`src/include/ps2_consts.svh`:
```
`ifndef PS2_CONSTS_SVH
`define PS2_CONSTS_SVH

// --------------------------------------------------
// frame geometry
// --------------------------------------------------

// start, 8 data bits, parity, stop
`define PS2_FRAME_BITS 11

// parity sits just above the data byte
`define PS2_PARITY_POS 9

// --------------------------------------------------
// timing in cycles of a 50 MHz clk
// --------------------------------------------------

// cycles a raw line must hold still before it counts as clean
`define PS2_DEBOUNCE_LIMIT 15

// request-to-send clock hold of 100 us
`define PS2_DELAY_RTS 5000

// 20 us of data low before the clock is let go
`define PS2_DELAY_DATA_SETUP 1000

// guard after release that covers filter latency on our own clock pull
`define PS2_DELAY_RELEASE 63

`endif

```
`src/source/ps2_pkg.sv`:
```
`default_nettype none

package ps2_pkg;

`include "ps2_consts.svh"

    // one data byte as seen by the client
    typedef logic [7:0] ps2_byte_t;

    // full frame as it sits in the shift register, start bit at index 0
    typedef logic [`PS2_FRAME_BITS-1:0] ps2_frame_t;

    // frame bits shifted in or out so far
    typedef logic [$clog2(`PS2_FRAME_BITS + 1)-1:0] ps2_bit_count_t;

    // rx_* states receive from the device, tx_* states send to it
    typedef enum logic [4:0] {
        idle,
        rx_clk_high,
        rx_fall,
        rx_clk_low,
        rx_check,
        rx_parity_error,
        rx_ready,
        tx_hold_clk,
        tx_data_low,
        tx_release_clk,
        tx_first_fall,
        tx_drive_bit,
        tx_wait_rise,
        tx_clk_high,
        tx_wait_ack_rise,
        tx_wait_ack,
        tx_acked,
        tx_no_ack
    } ps2_state_t;

endpackage

`default_nettype wire

```
`src/source/ps2_line_filter.sv`:
```
`timescale 1ns/1ps
`default_nettype none

`include "ps2_consts.svh"

module ps2_line_filter (
    input  logic clk,
    input  logic rst,
    input  logic raw,
    output logic level
);

    localparam int unsigned CNT_W = $clog2(`PS2_DEBOUNCE_LIMIT + 1);

    // last raw sample and how long it has held
    logic             last;
    logic [CNT_W-1:0] stable_count;
    // debounced value before the extra sync stage
    logic             clean;

    // --------------------------------------------------
    // debounce
    // --------------------------------------------------
    // idle bus is pulled up, so everything starts high
    always_ff @(posedge clk or posedge rst) begin
        if (rst) begin
            last         <= 1'b1;
            stable_count <= '0;
            clean        <= 1'b1;
            level        <= 1'b1;
        end else begin
            // any change restarts the stability count
            if (raw != last) begin
                last         <= raw;
                stable_count <= '0;
            end else if (stable_count == CNT_W'(`PS2_DEBOUNCE_LIMIT)) begin
                clean <= last;
            end else begin
                stable_count <= stable_count + 1'b1;
            end
            // one more stage toward the clk domain
            level <= clean;
        end
    end

endmodule

`default_nettype wire

```
`src/source/ps2_delay_timer.sv`:
```
`timescale 1ns/1ps
`default_nettype none

module ps2_delay_timer #(
    parameter int unsigned LIMIT = 63
) (
    input  logic clk,
    input  logic rst,
    input  logic enable,
    output logic done
);

    // at least one bit even for tiny limits
    localparam int unsigned WIDTH = (LIMIT > 1) ? $clog2(LIMIT + 1) : 1;

    logic [WIDTH-1:0] count;

    // count up while enabled, park at LIMIT with done held
    // dropping enable restarts from zero
    always_ff @(posedge clk or posedge rst) begin
        if (rst) begin
            count <= '0;
            done  <= 1'b0;
        end else if (!enable) begin
            count <= '0;
            done  <= 1'b0;
        end else if (count == WIDTH'(LIMIT)) begin
            done <= 1'b1;
        end else begin
            count <= count + 1'b1;
        end
    end

endmodule

`default_nettype wire

```
`src/source/ps2_frame_shifter.sv`:
```
`timescale 1ns/1ps
`default_nettype none

`include "ps2_consts.svh"

module ps2_frame_shifter
    import ps2_pkg::*;
(
    input  logic           clk,
    input  logic           rst,
    input  logic           load_tx,
    input  logic           shift,
    input  logic           clear_count,
    input  logic           load_rx,
    input  logic           data_level,
    input  ps2_byte_t      tx_data,
    output ps2_bit_count_t bit_count,
    output logic           tx_bit,
    output logic           parity_ok,
    output ps2_byte_t      rx_data
);

    // bit 0 is the oldest bit on the wire
    ps2_frame_t frame;

    // odd parity bit for the outgoing byte
    logic tx_parity;

    assign tx_parity = ~^tx_data;

    // --------------------------------------------------
    // frame register
    // --------------------------------------------------
    always_ff @(posedge clk or posedge rst) begin
        if (rst) begin
            frame <= '1;
        end else if (load_tx) begin
            // stop, parity, data, start
            frame <= {1'b1, tx_parity, tx_data, 1'b0};
        end else if (shift) begin
            // line enters at the top, after a full frame the start bit is at 0
            frame <= {data_level, frame[`PS2_FRAME_BITS-1:1]};
        end
    end

    // bits moved so far in either direction
    always_ff @(posedge clk or posedge rst) begin
        if (rst) begin
            bit_count <= '0;
        end else if (clear_count) begin
            bit_count <= '0;
        end else if (shift) begin
            bit_count <= bit_count + 1'b1;
        end
    end

    // --------------------------------------------------
    // outputs
    // --------------------------------------------------
    // next bit to put on the wire when sending
    assign tx_bit = frame[0];

    // data plus parity must hold an odd number of ones
    assign parity_ok = ^frame[`PS2_PARITY_POS:1];

    // holds the last good byte until the next good frame
    always_ff @(posedge clk or posedge rst) begin
        if (rst) begin
            rx_data <= '0;
        end else if (load_rx) begin
            rx_data <= frame[`PS2_PARITY_POS-1:1];
        end
    end

endmodule

`default_nettype wire

```
`src/source/ps2_link_fsm.sv`:
```
`timescale 1ns/1ps
`default_nettype none

`include "ps2_consts.svh"

module ps2_link_fsm
    import ps2_pkg::*;
(
    input  logic           clk,
    input  logic           rst,
    input  logic           clk_level,
    input  logic           data_level,
    input  logic           write,
    input  logic           rts_done,
    input  logic           setup_done,
    input  logic           release_done,
    input  logic           tx_bit,
    input  logic           parity_ok,
    input  ps2_bit_count_t bit_count,
    output logic           rts_enable,
    output logic           setup_enable,
    output logic           release_enable,
    output logic           load_tx,
    output logic           shift,
    output logic           clear_count,
    output logic           load_rx,
    output logic           ps2_clk_low,
    output logic           ps2_data_low,
    output logic           busy,
    output logic           read,
    output logic           err
);

    localparam ps2_bit_count_t RX_LAST = ps2_bit_count_t'(`PS2_FRAME_BITS);
    // start bit goes out during request-to-send, so one shift fewer
    localparam ps2_bit_count_t TX_LAST = ps2_bit_count_t'(`PS2_FRAME_BITS - 1);

    ps2_state_t state;
    ps2_state_t state_next;
    logic       data_low_next;

    // --------------------------------------------------
    // next state
    // --------------------------------------------------
    always_comb begin
        state_next = state;
        case (state)
            // device pulling clock low wins over a client write
            idle: begin
                if (!clk_level) begin
                    state_next = rx_fall;
                end else if (write) begin
                    state_next = tx_hold_clk;
                end
            end

            // receive, one shift per falling edge
            rx_fall: state_next = rx_clk_low;
            rx_clk_low: begin
                if (clk_level) begin
                    state_next = rx_clk_high;
                end
            end
            rx_clk_high: begin
                if (bit_count == RX_LAST) begin
                    state_next = rx_check;
                end else if (!clk_level) begin
                    state_next = rx_fall;
                end
            end
            rx_check: state_next = parity_ok ? rx_ready : rx_parity_error;
            rx_ready: state_next = idle;
            rx_parity_error: state_next = idle;

            // request to send
            tx_hold_clk: begin
                if (rts_done) begin
                    state_next = tx_data_low;
                end
            end
            tx_data_low: begin
                if (setup_done) begin
                    state_next = tx_release_clk;
                end
            end
            // our own pull still shows through the filter for a while
            tx_release_clk: begin
                if (release_done) begin
                    state_next = tx_first_fall;
                end
            end
            tx_first_fall: begin
                if (!clk_level) begin
                    state_next = tx_drive_bit;
                end
            end

            // send, device samples on the rising edge
            tx_drive_bit: state_next = tx_wait_rise;
            tx_wait_rise: begin
                if (bit_count == TX_LAST) begin
                    state_next = tx_wait_ack_rise;
                end else if (clk_level) begin
                    state_next = tx_clk_high;
                end
            end
            tx_clk_high: begin
                if (!clk_level) begin
                    state_next = tx_drive_bit;
                end
            end

            // ack is data low at the next falling clock
            tx_wait_ack_rise: begin
                if (clk_level) begin
                    state_next = tx_wait_ack;
                end
            end
            tx_wait_ack: begin
                if (!clk_level) begin
                    state_next = data_level ? tx_no_ack : tx_acked;
                end
            end
            // bus must be fully released before going idle
            tx_acked, tx_no_ack: begin
                if (clk_level && data_level) begin
                    state_next = idle;
                end
            end

            default: state_next = idle;
        endcase
    end

    // data pull follows the frame LSB while shifting out
    always_comb begin
        case (state_next)
            tx_data_low, tx_release_clk, tx_first_fall: data_low_next = 1'b1;
            tx_drive_bit, tx_wait_rise, tx_clk_high: data_low_next = ~tx_bit;
            default: data_low_next = 1'b0;
        endcase
    end

    // --------------------------------------------------
    // state and registered controls
    // --------------------------------------------------
    always_ff @(posedge clk or posedge rst) begin
        if (rst) begin
            state          <= idle;
            rts_enable     <= 1'b0;
            setup_enable   <= 1'b0;
            release_enable <= 1'b0;
            load_tx        <= 1'b0;
            shift          <= 1'b0;
            clear_count    <= 1'b0;
            load_rx        <= 1'b0;
            ps2_clk_low    <= 1'b0;
            ps2_data_low   <= 1'b0;
            busy           <= 1'b0;
            read           <= 1'b0;
            err            <= 1'b0;
        end else begin
            state          <= state_next;
            rts_enable     <= (state_next == tx_hold_clk);
            setup_enable   <= (state_next == tx_data_low);
            release_enable <= (state_next == tx_release_clk);
            // frame captured once, tx_data taken the cycle after write
            load_tx        <= (state == idle) && (state_next == tx_hold_clk);
            shift          <= (state_next == rx_fall) || (state_next == tx_drive_bit);
            clear_count    <= (state_next == idle);
            // rx_data updates before the read pulse
            load_rx        <= (state_next == rx_check) && parity_ok;
            ps2_clk_low    <= (state_next == tx_hold_clk) || (state_next == tx_data_low);
            ps2_data_low   <= data_low_next;
            busy           <= (state_next != idle);
            read           <= (state_next == rx_ready);
            // no-ack error lands together with busy falling
            err            <= (state_next == rx_parity_error) ||
                              ((state == tx_no_ack) && (state_next == idle));
        end
    end

endmodule

`default_nettype wire

```
`src/source/ps2_host.sv`:
```
`timescale 1ns/1ps
`default_nettype none

`include "ps2_consts.svh"

module ps2_host
    import ps2_pkg::*;
(
    input  logic      clk,
    input  logic      rst,
    input  logic      ps2_clk_in,
    input  logic      ps2_data_in,
    input  logic      write,
    input  ps2_byte_t tx_data,
    output logic      ps2_clk_low,
    output logic      ps2_data_low,
    output logic      read,
    output logic      busy,
    output logic      err,
    output ps2_byte_t rx_data
);

    // clean line levels
    logic clk_level;
    logic data_level;

    // timer handshakes
    logic rts_enable;
    logic setup_enable;
    logic release_enable;
    logic rts_done;
    logic setup_done;
    logic release_done;

    // shifter controls and status
    logic           load_tx;
    logic           shift;
    logic           clear_count;
    logic           load_rx;
    logic           tx_bit;
    logic           parity_ok;
    ps2_bit_count_t bit_count;

    // --------------------------------------------------
    // line filters
    // --------------------------------------------------
    ps2_line_filter u_clk_filter (
        .clk   (clk),
        .rst   (rst),
        .raw   (ps2_clk_in),
        .level (clk_level)
    );

    ps2_line_filter u_data_filter (
        .clk   (clk),
        .rst   (rst),
        .raw   (ps2_data_in),
        .level (data_level)
    );

    // --------------------------------------------------
    // request-to-send timers
    // --------------------------------------------------
    ps2_delay_timer #(.LIMIT(`PS2_DELAY_RTS)) u_rts_timer (
        .clk    (clk),
        .rst    (rst),
        .enable (rts_enable),
        .done   (rts_done)
    );

    ps2_delay_timer #(.LIMIT(`PS2_DELAY_DATA_SETUP)) u_setup_timer (
        .clk    (clk),
        .rst    (rst),
        .enable (setup_enable),
        .done   (setup_done)
    );

    ps2_delay_timer #(.LIMIT(`PS2_DELAY_RELEASE)) u_release_timer (
        .clk    (clk),
        .rst    (rst),
        .enable (release_enable),
        .done   (release_done)
    );

    // --------------------------------------------------
    // datapath and control
    // --------------------------------------------------
    ps2_frame_shifter u_shifter (
        .clk         (clk),
        .rst         (rst),
        .load_tx     (load_tx),
        .shift       (shift),
        .clear_count (clear_count),
        .load_rx     (load_rx),
        .data_level  (data_level),
        .tx_data     (tx_data),
        .bit_count   (bit_count),
        .tx_bit      (tx_bit),
        .parity_ok   (parity_ok),
        .rx_data     (rx_data)
    );

    ps2_link_fsm u_fsm (
        .clk            (clk),
        .rst            (rst),
        .clk_level      (clk_level),
        .data_level     (data_level),
        .write          (write),
        .rts_done       (rts_done),
        .setup_done     (setup_done),
        .release_done   (release_done),
        .tx_bit         (tx_bit),
        .parity_ok      (parity_ok),
        .bit_count      (bit_count),
        .rts_enable     (rts_enable),
        .setup_enable   (setup_enable),
        .release_enable (release_enable),
        .load_tx        (load_tx),
        .shift          (shift),
        .clear_count    (clear_count),
        .load_rx        (load_rx),
        .ps2_clk_low    (ps2_clk_low),
        .ps2_data_low   (ps2_data_low),
        .busy           (busy),
        .read           (read),
        .err            (err)
    );

endmodule

`default_nettype wire

```
`config.mk`:
```
export PLATFORM = sky130hd
export DESIGN_NAME = ps2_host
export DESIGN_NICKNAME = d
export VERILOG_FILES = /design/src/source/ps2_pkg.sv /design/src/source/ps2_line_filter.sv /design/src/source/ps2_delay_timer.sv /design/src/source/ps2_frame_shifter.sv /design/src/source/ps2_link_fsm.sv /design/src/source/ps2_host.sv
export VERILOG_INCLUDE_DIRS = /design/src /design/src/include
export SDC_FILE = /design/constraint.sdc
export NUM_CORES = 1
export LEC_CHECK = 0
export BUFFER_PORTS_ARGS = -buffer_cell sky130_fd_sc_hd__buf_4
export CORE_ASPECT_RATIO = 0.7
export CORE_MARGIN = 2
export CORE_UTILIZATION = 46
export CTS_CLUSTER_DIAMETER = 60
export DETAILED_ROUTE_END_ITERATION = 8
export GPL_ROUTABILITY_DRIVEN = 0
export HOLD_SLACK_MARGIN = 0.05
export PLACE_DENSITY = 0.67
export SYNTH_ARGS = -nofsm -noshare
export SYNTH_HDL_FRONTEND = slang
export SYNTH_SLANG_ARGS = --single-unit
```
`constraint.sdc`:
```
create_clock -name clk -period 2.2 [get_ports clk]
set_clock_uncertainty 0.05 [all_clocks]
set_input_delay 0 -clock clk [delete_from_list [all_inputs] [get_ports clk]]
set_output_delay 0 -clock clk [all_outputs]
set_load 0.1 [all_outputs]
```
# After elaboration in Yosys (flattened, before gate mapping)

Cells that the tools add are included.

Flip-flop bits (word level): 86
Latch bits: 0
Memory bits (writable): 0
Memory bits (read-only): 0
Word-level logic and storage cells: 140
Memories kept: 0

$add $sub $neg: 6
Multiply operators: 0
Divide/modulo/power cells: 0
Magnitude comparators: 0
Equality and inequality tests: 43
Shift operators: 0
Mux-type cells: 38
Bitwise operators: 3
Reductions and logical operators: 20

Operators by type and width:

| kind                  | number |
|---|---|
| $eq 5x4->1 const B    | 14 |
| $mux 5                | 14 |
| $pmux 5 s14           | 1 |
| $eq 5x3->1 const B    | 6 |
| $mux 13               | 2 |
| $mux 4                | 6 |
| $mux 11               | 2 |
| $mux 10               | 2 |
| $eq 4x4->1 const B    | 4 |
| $eq 5x2->1 const B    | 3 |
| $add 13x1->13 const B | 1 |
| $eq 13x13->1 const B  | 1 |
| $add 4x1->4 const B   | 3 |
| $mux 6                | 2 |
| $ne 2x2->1 const B    | 6 |
| $add 10x1->10 const B | 1 |
| $eq 10x10->1 const B  | 1 |
| $eq 5x5->1 const B    | 2 |
| $logic_not 5->1       | 2 |
| $reduce_xor 9->1      | 1 |
| $reduce_xnor 8->1     | 1 |
| $mux 1                | 7 |
| $add 6x1->6 const B   | 1 |
| $eq 6x6->1 const B    | 1 |
| other kinds (13)      | 26 |

# Longest topological paths before layout

Gate-level depths: netlist of run 1.

Depth in word-level cells: 6
Depth in mapped cells: 8
Mapped depth without buffers: 8

# By module

Synthesis of run 1 repeated with hierarchy kept, for this count alone.

Cell total of the unflattened synthesis: 442
Area total of the unflattened synthesis: 4560.6 µm²

Modules (own cells, without submodules):

| module                             | times used | cells each | area an instance (µm²) | seq. area each (µm²) |
|---|---|---|---|---|
| ps2_link_fsm                       | 1          | 124        | 1172.4                 | 425.4 |
| ps2_frame_shifter                  | 1          | 94         | 1109.8                 | 589.3 |
| ps2_delay_timer at u_rts_timer     | 1          | 75         | 734.5                  | 350.3 |
| ps2_line_filter                    | 2          | 28         | 304.0                  | 178.9 |
| ps2_delay_timer at u_setup_timer   | 1          | 62         | 588.1                  | 275.3 |
| ps2_delay_timer at u_release_timer | 1          | 31         | 347.8                  | 175.2 |

# Worst setup path before layout of run 1

OpenSTA, ideal clock, no wires.

Path kind: reg-to-reg
Start point: reg u_shifter.frame[5]
End point: reg u_fsm.busy
Setup time: 124 ps
Arrival time: 1971 ps
Slack: 55 ps
Stages on the path, launching flop included: 7
Path buffers: 0
Cells stage by stage: dfstp_2 xor2_1 xnor3_2 mux2i_1 nor4_4 nand3_2 or2_1

Word-level cells in the longest chain between the ends: 4

Ends and longest elaborated chain:

| what                   | RTL line                | text |
|---|---|---|
| start, declared        | ps2_frame_shifter.sv:24 | `ps2_frame_t frame;` |
| start signal, assigned | ps2_frame_shifter.sv:39 | `frame <= {1'b1, tx_parity, tx_data, 1'b0};` |
| start signal, assigned | ps2_frame_shifter.sv:42 | `` frame <= {data_level, frame[`PS2_FRAME_BITS-1:1]}; `` |
| $reduce_xor 9->1       | ps2_frame_shifter.sv:64 | `` assign parity_ok = ^frame[`PS2_PARITY_POS:1]; `` |
| $mux 2                 | ps2_link_fsm.sv:71      | `rx_check: state_next = parity_ok ? rx_ready : rx_parity_error;` |
| $pmux 5 s14            | ps2_link_fsm.sv:47      | `case (state)` |
| $reduce_bool 5->1      | ps2_link_fsm.sv:175     | `busy <= (state_next != idle);` |
| end signal, assigned   | ps2_link_fsm.sv:175     |  |
| end, declared          | ps2_link_fsm.sv:29      | `output logic busy,` |

No other way between the ends.
A chain may end at the register's enable or synchronous reset.

# Worst setup path in the final report of run 1

Start point: reg u_shifter.frame[4]
End point: reg u_fsm.ps2_data_low

Word-level cells in the longest chain between the ends: 6
Elaborated cells between the ends (all ways): 12
Classes of those cells: 6 x eq/ne; 3 x mux; 3 x reduce/logical

Ends and longest elaborated chain:

| what                    | RTL line                | text |
|---|---|---|
| $reduce_xor 9->1 (*)    | ps2_frame_shifter.sv:64 |  |
| $mux 2 (*)              | ps2_link_fsm.sv:71      |  |
| $pmux 5 s14 (*)         | ps2_link_fsm.sv:47      |  |
| $eq 5x4->1              | ps2_link_fsm.sv:137     | `case (state_next)` |
| $reduce_or 3->1         | ps2_link_fsm.sv:137     |  |
| $pmux 1 s2 (*)          | ps2_link_fsm.sv:137     |  |
| via u_fsm.data_low_next | ps2_link_fsm.sv:40      | `logic data_low_next;` |
| end signal, assigned    | ps2_link_fsm.sv:174     | `ps2_data_low <= data_low_next;` |
| end, declared           | ps2_link_fsm.sv:28      | `output logic ps2_data_low,` |

The timed path passes the listed nets; every way through them passes the cells marked *.

==> results of run 1 <==
-- logic make-up after synthesis --
| kind of cell | count (synthesis) | share of synthesized area (%) |
|---|---|---|
| compound gates | 59 | 8.944 |
| simple gates | 161 | 20.57 |
| mux | 24 | 5.770 |
| flops | 86 | 50.12 |
| fa+ha+maj | 9 | 2.597 |
| xor+xnor | 40 | 8.742 |
| buf+inv | 36 | 3.260 |
-- worst min-delay path by stage --
stage | slack [ns] | endpoint
after floorplan | 0.03 | u_clk_filter.last$_DFFE_PP1N_
after global placement | 0.04 | u_fsm.state[3]$_DFF_PP0_
after detailed placement | 0.06 | u_fsm.state[3]$_DFF_PP0_
after CTS | 0.08 | u_fsm.load_tx$_DFF_PP0_
after global routing | 0.07 | u_fsm.load_tx$_DFF_PP0_
final | 0.06 | u_fsm.load_tx$_DFF_PP0_
-- routing by layer --
| layer | track usage, % | up-vias | wire, um |
|---|---|---|---|
| met3 | 4.368 | 9 | 362 |
| li1 | - | 1545 | - |
| met2 | 26.86 | 57 | 3743 |
| met4 | 5.775 | 0 | 93 |
| met5 | 0 | - | 0 |
| met1 | 27.15 | 1476 | 4396 |
-- cell usage after synthesis, types with 2 or more instances --
master / count / area (um^2)
sky130_fd_sc_hd__dfrtp_1: 69 / 1727
sky130_fd_sc_hd__nand2_1: 34 / 127.6
sky130_fd_sc_hd__xnor2_1: 28 / 245.2
sky130_fd_sc_hd__nor2_1: 23 / 86.33
sky130_fd_sc_hd__nand3_1: 21 / 105.1
sky130_fd_sc_hd__and2_1: 19 / 118.9
sky130_fd_sc_hd__inv_1: 19 / 71.32
sky130_fd_sc_hd__o21ai_0: 19 / 95.09
sky130_fd_sc_hd__dfstp_2: 17 / 446.7
sky130_fd_sc_hd__mux2i_1: 16 / 160.2
sky130_fd_sc_hd__clkbuf_1: 11 / 41.29
sky130_fd_sc_hd__nor2b_1: 10 / 62.56
sky130_fd_sc_hd__xor2_1: 10 / 87.58
sky130_fd_sc_hd__ha_1: 9 / 112.6
sky130_fd_sc_hd__nor3_1: 9 / 45.04
sky130_fd_sc_hd__a31oi_1: 8 / 50.05
sky130_fd_sc_hd__mux2_2: 8 / 90.09
sky130_fd_sc_hd__a21oi_1: 7 / 35.03
sky130_fd_sc_hd__nor3b_1: 7 / 52.55
sky130_fd_sc_hd__and3_1: 6 / 37.54
sky130_fd_sc_hd__a21boi_0: 5 / 37.54
sky130_fd_sc_hd__buf_2: 5 / 25.02
sky130_fd_sc_hd__nand4_1: 5 / 31.28
sky130_fd_sc_hd__o31ai_1: 5 / 37.54
sky130_fd_sc_hd__nand3b_1: 4 / 30.03
sky130_fd_sc_hd__or2_2: 4 / 25.02
sky130_fd_sc_hd__or3_1: 4 / 25.02
sky130_fd_sc_hd__nand4b_1: 3 / 26.28
sky130_fd_sc_hd__a211o_1: 2 / 17.52
sky130_fd_sc_hd__a32oi_1: 2 / 17.52
sky130_fd_sc_hd__a41o_1: 2 / 20.02
sky130_fd_sc_hd__nand2b_1: 2 / 12.51
sky130_fd_sc_hd__o211ai_1: 2 / 15.01
-- worst max-delay path: stages, from the launching register on --
cell	delay (ns)
sky130_fd_sc_hd__dfstp_2	0.54
sky130_fd_sc_hd__xor2_1	0.17
sky130_fd_sc_hd__xnor3_2	0.50
sky130_fd_sc_hd__mux2i_4	0.22
sky130_fd_sc_hd__nor4_4	0.18
sky130_fd_sc_hd__buf_4	0.18
sky130_fd_sc_hd__a21oi_2	0.04
sky130_fd_sc_hd__a211oi_2	0.24
-- sequential cells by signal, summed over array words and instances (netlist names), 4 cells and up --
register / flops
u_clk_filter.stable_count: 4
u_fsm.state: 5
u_data_filter.stable_count: 4
u_shifter.rx_data: 8
u_shifter.frame: 11
u_shifter.bit_count: 4
u_rts_timer.count: 13
u_setup_timer.count: 10
u_release_timer.count: 6
-- where the power goes --
group	internal [W]	leakage, nW	total (W)	switching [W]
logic	0.0000682	1.07	0.000144	0.0000761
clock network	0.00109	0.166	0.00168	0.000596
registers	0.00160	1.08	0.00163	0.0000228
total	0.00276	2.32	0.00345	0.000695
-- cell usage in the layout (no fill, tap or decap), drive strengths merged, types with 6 or more instances in the layout --
master,count
and2,20
nand2,34
dfrtp,69
ha,9
inv,18
dfstp,17
o21ai,19
a31oi,8
a21oi,7
mux2i,16
nor3,9
xnor2,28
nor2b,10
nor3b,7
xor2,10
buf,50
mux2,8
nor2,23
and3,6
clkbuf,13
nand3,22
dlygate4sd3,11
-- area by class of cell --
cell class	count	area [um^2]
Clock buffer	13	270.3
Clock inverter	3	65.06
Fill cell	775	3797
Inverter	19	75.07
Multi-Input combinational cell	293	2056
Sequential cell	86	2178
Tap cell	124	155.1
Timing Repair Buffer	61	510.5
-- per-stage QoR --
step                      utilization, %  total power (W)
after floorplan                        -         0.001734
after global placement             52.66         0.001781
after CTS                          57.67         0.003488
after detailed placement           52.66         0.001786
after global routing               58.30         0.003580
final                              58.30         0.003453
-- timing repair --
| item | in CTS | in global routing |
|---|---|---|
| pin swaps | 2 | 6 |
| buffers inserted | 1 | 3 |
| endpoints found under the hold margin | 39 | 0 |
| hold buffers | 11 | 0 |
| gates resized for setup | 1 | 10 |
| endpoints found under the setup margin | 3 | 7 |
==> impl_summary.log, run 1 <==
INFO  metric status = finished, violations left
INFO  metric failing_checks = negative setup slack
INFO  metric cts_max_path_buffers = 2
INFO  metric synth_cell_types = 53
INFO  metric vdd_ir_max = about 0.48 mV
INFO  metric startpoint = u_shifter.frame[4]$_DFFE_PP1P_
INFO  metric dp_worst_setup_slack = -0.01977 ns
INFO  metric worstSkewPairLatency = approximately 0.34 ns
INFO  metric post_synth_inst_count = approximately 420
INFO  metric synthesis.area = ~4300 um^2
INFO  metric finalSetupViolCount = 1
INFO  metric buffer_ports.inserted = 25
INFO  metric cts.root.buffer_cell = sky130_fd_sc_hd__clkbuf_16
INFO  metric drv_slew = 0
INFO  metric pin_count_of_the_biggest_net_entering_global_routing = 47
INFO  metric grt_setup_unrepaired = true
INFO  metric synth_ff_type = sky130_fd_sc_hd__dfrtp_1
INFO  metric number_of_antenna_violations_at_the_first_check_in_global_routing = 0
INFO  metric post_dp_cell_area = about 4800 um^2
INFO  metric critical_path_required = 2.40 ns
INFO  metric timing.final.crit_share = 100.2%
INFO  metric timing.slew.headroom = between 40% and 50%
INFO  metric n_antenna_cell = 0
INFO  metric number_of_enable_flip_flop_cells_after_synthesis = 0
INFO  metric net_count_synth = approximately 440
INFO  metric drv.max_cap_violation_count = 0
INFO  metric route.detailed.wl_per_inst = approximately 14 um
INFO  metric area_delta_synth_final = 22.45%
INFO  metric cts_htree_levels = 3
INFO  metric chipWidth = approximately 120 um
INFO  metric final_hold_viol_count = 0
INFO  metric grt.overflow.total = 0
INFO  metric track_usage = between 10% and 20%
INFO  metric die_y = between 80 and 90 um
INFO  metric post_layout_nonfiller_instances = 599
INFO  metric stdcell_area = about 5300 um^2
INFO  metric design.core.area = approximately 9100 um^2
INFO  metric worst_hold_slack = between 0.05 and 0.06 ns
INFO  metric timing.rr.start = u_shifter.frame[4]$_DFFE_PP1P_
INFO  metric numClockSinks = 86
INFO  metric dp_hpwl = just under 6 mm
INFO  metric grt_first_pass_wirelength = 14.81 mm
INFO  metric power.leakage = between 2 and 2.5 nW
INFO  metric placed_cells_incl_taps = about 570
INFO  metric cts_tree = built
INFO  metric final_layout_size_suffix_gt1_share = 23.37%
INFO  metric yosys_warnings = 0
INFO  metric cp-end-kind = flop
INFO  metric setup_tns = -0.005162 ns
INFO  metric r2r_slack = -0.005 ns
INFO  metric antenna_violating_nets_post_route = 0
INFO  metric drc_errors = 0
INFO  metric reg2reg_depth = 7
INFO  metric final_nets = just under 500
INFO  metric floorplan.initialDensity = between 40% and 50%
INFO  metric arrival = approximately 2.4 ns
INFO  metric worstReg2RegEnd = u_fsm.ps2_data_low$_DFF_PP0_
INFO  metric fmax = about 0.45 GHz
INFO  metric cts.reportedPaths.clkPinSlew = about 0.060 ns
INFO  metric hold_path_startpoint = write
INFO  metric route.final.wire_length = 8.596 mm
INFO  metric number_of_synthesized_register_bits = 86
INFO  metric drtIter0Drc = 202
INFO  metric io_pins = 26
INFO  metric die_area = ~10000 um^2
INFO  metric vias_per_cell = between 5 and 6
INFO  metric synth-async-reset-ratio = between 90% and 100%
INFO  metric critPathLaunchType = flop
INFO  metric path_max_fanout = 4
INFO  metric cts_made_buffers = 9
INFO  metric min_delay_path_depth = 4
INFO  metric placementRows = 29
INFO  metric timing.critical_path.to = u_fsm.ps2_data_low$_DFF_PP0_
INFO  metric powerDensity = 650.3 nW/um^2
INFO  metric finalWorstSetupSlack = -0.005162 ns
INFO  metric drt_pre_antenna_iters = 4
INFO  metric hold_path_class = input port to flop
INFO  metric timing_worst_slew_pin_value = ~0.84 ns
INFO  metric type_of_the_setup_path_with_the_least_slack = flop to flop
INFO  metric synth.avg_cell_area = about 10 um^2
INFO  metric synth-seq-area-share = 50.12%
INFO  metric via_count_of_the_first_global_routing_pass = just over 3000
INFO  metric num_vias = about 3100
INFO  metric final_period_minus_worst_setup_slack = between 2 and 2.5 ns
Note: power is estimated with default switching activity, not from simulation.
==> inputs of run 2 (changes only) <==
BUFFER_PORTS_ARGS = unset   (was -buffer_cell sky130_fd_sc_hd__buf_4)
DONT_BUFFER_PORTS = 1   (was unset)
PLACE_DENSITY = 0.65   (was 0.67)
==> impl_summary.log, run 2 (synthesis results as in run 1) <==
INFO  metric top_signal_layer_used = met4
INFO  metric number_of_antenna_violations_at_the_first_check_in_global_routing = 0
INFO  metric multi_input_comb_area = around 2000 um^2
INFO  metric placementRows = 29
INFO  metric timing_worst_slew_pin_value = just over 0.9 ns
INFO  metric worstPathCellList = nand2_1 > nand4b_1 > a31oi_1 > nor4b_2 > buf_4 > nand3_2 > or2_1
INFO  metric timing.slew.headroom = 39.04%
INFO  metric die_y = 85.24 um
INFO  metric grt.overflow.total = 0
INFO  metric critPathLaunchType = flop
INFO  metric fmax = about 0.47 GHz
INFO  metric final_common_cell = sky130_fd_sc_hd__dfrtp_1
INFO  metric design.core.area = approximately 9100 um^2
INFO  metric cts_tree = built
INFO  metric chipWidth = 120.1 um
INFO  metric placed_cells_incl_taps = roughly 550
INFO  metric path_max_fanout = 14
INFO  metric dp_hpwl = 5.600 mm
INFO  metric power.leakage = 2.256 nW
INFO  metric met3_wirelength = between 300 and 400 um
INFO  metric num_vias = slightly above 3000
INFO  metric cts_max_path_buffers = 2
INFO  metric final_hold_viol_count = 0
INFO  metric pin_count_of_the_biggest_net_entering_global_routing = between 80 and 90
INFO  metric grt_first_pass_wirelength = 14.54 mm
INFO  metric critical_path.slowest_cell = sky130_fd_sc_hd__dfstp_2
INFO  metric powerDensity = 666.5 nW/um^2
INFO  metric vias_per_cell = approximately 5.3
INFO  metric hold_path_class = input port to flop
INFO  metric route.layer.met1.wl = about 4.3 mm
INFO  metric fillerInstances = between 700 and 800
INFO  metric cts.reportedPaths.clkPinSlew = 0.06 ns
INFO  metric grt_setup_unrepaired = true
INFO  metric n_antenna_cell = 0
INFO  metric cts.root.buffer_cell = sky130_fd_sc_hd__clkbuf_16
INFO  metric numClockSinks = 86
INFO  metric route.detailed.wl_per_inst = 14.46 um
INFO  metric cts_made_buffers = 9
INFO  metric io_pins = 26
INFO  metric drc_errors = 0
INFO  metric largestRegisters = u_rts_timer.count (13), u_shifter.frame (11), u_setup_timer.count (10)
INFO  metric drv.max_cap_violation_count = 0
INFO  metric final_period_minus_worst_setup_slack = roughly 2.1 ns
INFO  metric final_nets = between 400 and 500
INFO  metric cts_htree_levels = 3
INFO  metric setup_tns = 0 ns
INFO  metric register_ranked_first_by_flip_flop_count = u_rts_timer.count
INFO  metric finalSetupViolCount = 0
INFO  metric critical_path_required = around 2.4 ns
INFO  metric drtIter0Drc = roughly 200
INFO  metric cp-end-kind = flop
INFO  metric area_delta_synth_final = 19.79%
INFO  metric met2RoutedLength = approximately 3.6 mm
INFO  metric track_usage = between 10% and 20%
INFO  metric register_area = 2177 um^2
INFO  metric buffer_ports.inserted = 0
INFO  metric floorplan.initialDensity = between 40% and 50%
INFO  metric slowest_delay = slightly below 0.7 ns
INFO  metric route.final.wire_length = around 8.5 mm
INFO  metric timing.final.crit_share = 96.91%
INFO  metric post_layout_nonfiller_instances = just under 600
INFO  metric drt_pre_antenna_iters = 4
INFO  metric type_of_the_setup_path_with_the_least_slack = flop to flop
INFO  metric vdd_ir_max = 0.5250 mV
INFO  metric final_layout_size_suffix_gt1_share = between 20 and 25%
INFO  metric layout.cells.most_common_list = sky130_fd_sc_hd__dfrtp_1 (66), sky130_fd_sc_hd__nand2_1 (34), sky130_fd_sc_hd__buf_4 (34)
INFO  metric via_count_of_the_first_global_routing_pass = 3047
INFO  metric antenna_violating_nets_post_route = 0
INFO  metric die_area = a little over 10000 um^2
INFO  metric largest_register_ffs = 13
INFO  metric arrival = about 2.3 ns
INFO  metric drv_slew = 0
INFO  metric worstSkewPairLatency = between 0.3 and 0.4 ns
INFO  metric status = completed
## run 2: final cells by class
| class | instances | share of cell area [%] |
|---|---|---|
| Sequential cell | 86 | 41.91 |
| Multi-Input combinational cell | 293 | 39.67 |
| Timing Repair Buffer | 47 | 7.611 |
| Clock buffer | 12 | 4.552 |
| Tap cell | 124 | 2.987 |
| Clock inverter | 4 | 1.830 |
| Inverter | 19 | 1.445 |
## run 2: worst paths after layout
check                                               startpoint                            endpoint  slack [ns]  depth (start not counted)
worst min-delay path                                tx_data[0]      u_shifter.frame[9]$_DFFE_PP1P_        0.09                          5
worst max register to register    u_clk_filter.level$_DFF_PP1_                u_fsm.busy$_DFF_PP0_        0.07                          7
worst min register to register  u_clk_filter.clean$_DFFE_PP1P_        u_clk_filter.level$_DFF_PP1_        0.33                          0
max in group asynchronous                                  rst        u_clk_filter.level$_DFF_PP1_        1.51                          3
worst max-delay path              u_clk_filter.level$_DFF_PP1_                u_fsm.busy$_DFF_PP0_        0.07                          7
min in group asynchronous                                  rst  u_setup_timer.count[2]$_DFFE_PP0P_        0.21                          3
## run 2: power by group
part	internal (W)	switching (W)
Clock	0.00111	0.000602
Combinational	0.0000556	0.0000694
Sequential	0.00160	0.0000225
Total	0.00277	0.000694
## run 2: timing repair
item | CTS | global route
endpoints found under the setup margin | 1 | 8
setup buffers | 0 | 5
hold buffers | 12 | 0
gates cloned | 0 | 0
pin swaps | 0 | 5
gates resized for setup | 1 | 11
hold endpoints to repair | 107 | 0
## run 2: metal layers
metal / track usage, % / vias up
met2: 26.50 / 60
met5: 0 / -
met1: 25.71 / 1517
met4: 7.380 / 0
met3: 5.175 / 14
li1: - / 1515
## run 2: stage by stage
stage	total power [W]	worst slack, ns	hold slack [ns]	utilization [%]	cell area (um^2)
final	0.003462	0.06797	0.08616	57.04	5195
after global routing	0.003580	-0.02918	0.1549	57.04	5195
after CTS	0.003505	0.001843	0.05954	56.16	5115
after detailed placement	0.001764	-0.07031	-0.04529	51.20	4663
after global placement	0.001756	-0.1537	-0.04531	51.20	4663
after floorplan	0.001734	0.05464	0.02781	-	4340
## run 2: worst max-delay path, delay by kind of cell, from the launching register on
family / cells / cell delay, ns
and+or+nand+nor: 5 / 0.99
DFF: 1 / 0.68
buffers and inverters: 1 / 0.18
AOI/OAI and AO/OA: 1 / 0.12
==> inputs of run 3 (changes only) <==
CELL_PAD_IN_SITES_DETAIL_PLACEMENT = 1   (was unset)
CELL_PAD_IN_SITES_GLOBAL_PLACEMENT = 1   (was unset)
CORE_UTILIZATION = 45   (was 46)
PLACE_DENSITY = 0.77   (was 0.65)
==> impl_summary.log, run 3 (synthesis results as in run 1) <==
INFO  metric placed_cells_incl_taps = between 500 and 600
INFO  metric final_hold_viol_count = 0
INFO  metric worstPathCellList = xnor2_2 > xnor3_2 > mux2i_4 > nor4_4 > buf_4 > buf_4 > nor2b_2 > a211oi_2
INFO  metric timing.final.crit_share = 102.7%
INFO  metric critical_path.n_buffers_inverters = 2
INFO  metric path_max_fanout = 4
INFO  metric register_ranked_first_by_flip_flop_count = u_rts_timer.count
INFO  metric fmax = between 0.4 and 0.5 GHz
INFO  metric status = finished, violations left
INFO  metric final_period_minus_worst_setup_slack = between 2 and 2.5 ns
INFO  metric final_common_cell = sky130_fd_sc_hd__dfrtp_1
INFO  metric num_vias = 3234
INFO  metric cts_tree = built
INFO  metric vias_per_cell = between 5 and 6
INFO  metric via_count_of_the_first_global_routing_pass = 3496
INFO  metric area_delta_synth_final = 21.26%
INFO  metric critical_path.slowest_cell = sky130_fd_sc_hd__dfstp_2
INFO  metric multi_input_comb_area = between 2000 and 2500 um^2
INFO  metric drt_pre_antenna_iters = 4
INFO  metric route.final.wire_length = about 11 mm
INFO  metric largest_register_ffs = 13
INFO  metric final_nets = 480
INFO  metric largestRegisters = u_rts_timer.count (13), u_shifter.frame (11), u_setup_timer.count (10)
INFO  metric cts_made_buffers = 9
INFO  metric drc_errors = 0
INFO  metric grt_first_pass_wirelength = roughly 18 mm
INFO  metric die_y = about 86 um
INFO  metric antenna_violating_nets_post_route = 0
INFO  metric powerDensity = between 600 and 700 nW/um^2
INFO  metric failing_checks = negative setup slack
INFO  metric arrival = between 2 and 2.5 ns
INFO  metric post_layout_nonfiller_instances = slightly below 600
INFO  metric placementRows = 29
INFO  metric die_area = 10450 um^2
INFO  metric timing.rr.start = u_shifter.frame[7]$_DFFE_PP1P_
INFO  metric finalWorstSetupSlack = -0.05875 ns
INFO  metric drv.max_cap_violation_count = 0
INFO  metric hold_path_startpoint = tx_data[7]
INFO  metric numClockSinks = 86
INFO  metric dp_hpwl = 6.784 mm
INFO  metric grt.overflow.total = 0
INFO  metric timing_worst_slew_pin_value = 0.9102 ns
INFO  metric cts_max_path_buffers = 2
INFO  metric pin_count_of_the_biggest_net_entering_global_routing = 52
INFO  metric startpoint = u_shifter.frame[7]$_DFFE_PP1P_
INFO  metric timing.critical_path.max_delay_family = XOR/XNOR gates
INFO  metric cp-end-kind = flop
INFO  metric finalSetupViolCount = 2
INFO  metric critPathLaunchType = flop
INFO  metric drtIter0Drc = 229
INFO  metric layout.cells.most_common_list = sky130_fd_sc_hd__dfrtp_1 (66), sky130_fd_sc_hd__nand2_1 (34), sky130_fd_sc_hd__buf_4 (33)
INFO  metric critical-path-top-cell-by-count = sky130_fd_sc_hd__buf_4
INFO  metric floorplan.initialDensity = 47.05%
INFO  metric utilization = 57.06%
INFO  metric cts_htree_levels = 3
INFO  metric route.detailed.wl_per_inst = around 18 um
INFO  metric hold_path_class = input port to flop
INFO  metric power.leakage = approximately 2.3 nW
INFO  metric io_pins = 26
INFO  metric vdd_ir_max = 0.5441 mV
INFO  metric post_dp_cell_area = around 4600 um^2
INFO  metric drv_slew = 0
INFO  metric buffer_ports.inserted = 0
INFO  metric slowest_delay = about 0.57 ns
INFO  metric critical_path_required = roughly 2.4 ns
INFO  metric final_layout_size_suffix_gt1_share = a little under a quarter
INFO  metric chipWidth = about 120 um
INFO  metric register_area = 2177 um^2
INFO  metric cts.reportedPaths.clkPinSlew = 0.06 ns
INFO  metric n_antenna_cell = 0
INFO  metric worstSkewPairLatency = around 0.34 ns
INFO  metric design.core.area = 9216 um^2
INFO  metric type_of_the_setup_path_with_the_least_slack = flop to flop
INFO  metric track_usage = 21.56%
INFO  metric fillerInstances = 993
INFO  metric number_of_antenna_violations_at_the_first_check_in_global_routing = 0
INFO  metric setup_tns = -0.09058 ns
INFO  metric cts.root.buffer_cell = sky130_fd_sc_hd__clkbuf_16
INFO  metric timing.slew.headroom = 39.36%
INFO  metric grt_setup_unrepaired = true
INFO  metric stdcell_area = about 5300 um^2
==> run 3: cell type report <==
type / count / area share [%]
repair buffers: 49 / 7.875
clock inverters: 5 / 1.428
multi-input cells: 293 / 40.49
well taps: 124 / 2.950
inverters: 19 / 1.428
clock buffers: 11 / 4.425
flip-flops and latches: 86 / 41.40
==> run 3: final timing paths <==
path | endpoint | slack, ns | cells after the start
max in group asynchronous | u_setup_timer.count[8]$_DFFE_PP0P_ | 1.07 | 3
hold reg to reg | u_clk_filter.level$_DFF_PP1_ | 0.32 | 0
setup / recovery | u_fsm.ps2_data_low$_DFF_PP0_ | -0.06 | 8
min in group asynchronous | u_fsm.ps2_clk_low$_DFF_PP0_ | 0.17 | 3
setup reg to reg | u_fsm.ps2_data_low$_DFF_PP0_ | -0.06 | 8
hold / removal | u_shifter.frame[9]$_DFFE_PP1P_ | 0.11 | 5
==> run 3: routing by layer <==
metal  vias to the layer above  GRT usage [%]  share of wire (%)
met5                         -              0                  0
met2                        90          34.42                 48
met4                         0          8.568                1.8
met1                      1614          28.17                 44
met3                        15          5.785                5.4
li1                       1515              -                  -
==> run 3: timing repair <==
| action | CTS | global route |
|---|---|---|
| endpoints found under the hold margin | 105 | 0 |
| endpoints found under the setup margin | 5 | 8 |
| buffers inserted | 4 | 6 |
| resized for setup | 3 | 22 |
| pin swaps | 5 | 2 |
| hold buffers | 13 | 0 |
==> run 3: power by group <==
part	internal (W)	switching, W
combinational	0.0000578	0.0000726
clock	0.000989	0.000610
sequential	0.00160	0.0000249
total	0.00265	0.000707
==> run 3: tightest hold or removal path, stage by stage <==
cell	delay, ns
sky130_fd_sc_hd__xnor2_1	0.06
sky130_fd_sc_hd__xnor2_1	0.14
sky130_fd_sc_hd__xnor2_1	0.12
sky130_fd_sc_hd__nand2_1	0.07
sky130_fd_sc_hd__o21ai_0	0.10
==> run 3: stage by stage <==
stage | power, W | hold slack [ns] | setup WS (ns)
2_1_floorplan | 0.001734 | 0.02781 | 0.05464
3_3_place_gp | 0.001759 | -0.2065 | -0.04302
3_5_place_dp | 0.001766 | -0.2117 | -0.1355
4_1_cts | 0.003394 | 0.06072 | 0.003228
5_1_grt | 0.003476 | 0.1558 | -0.1277
6_report | 0.003358 | 0.1101 | -0.05875
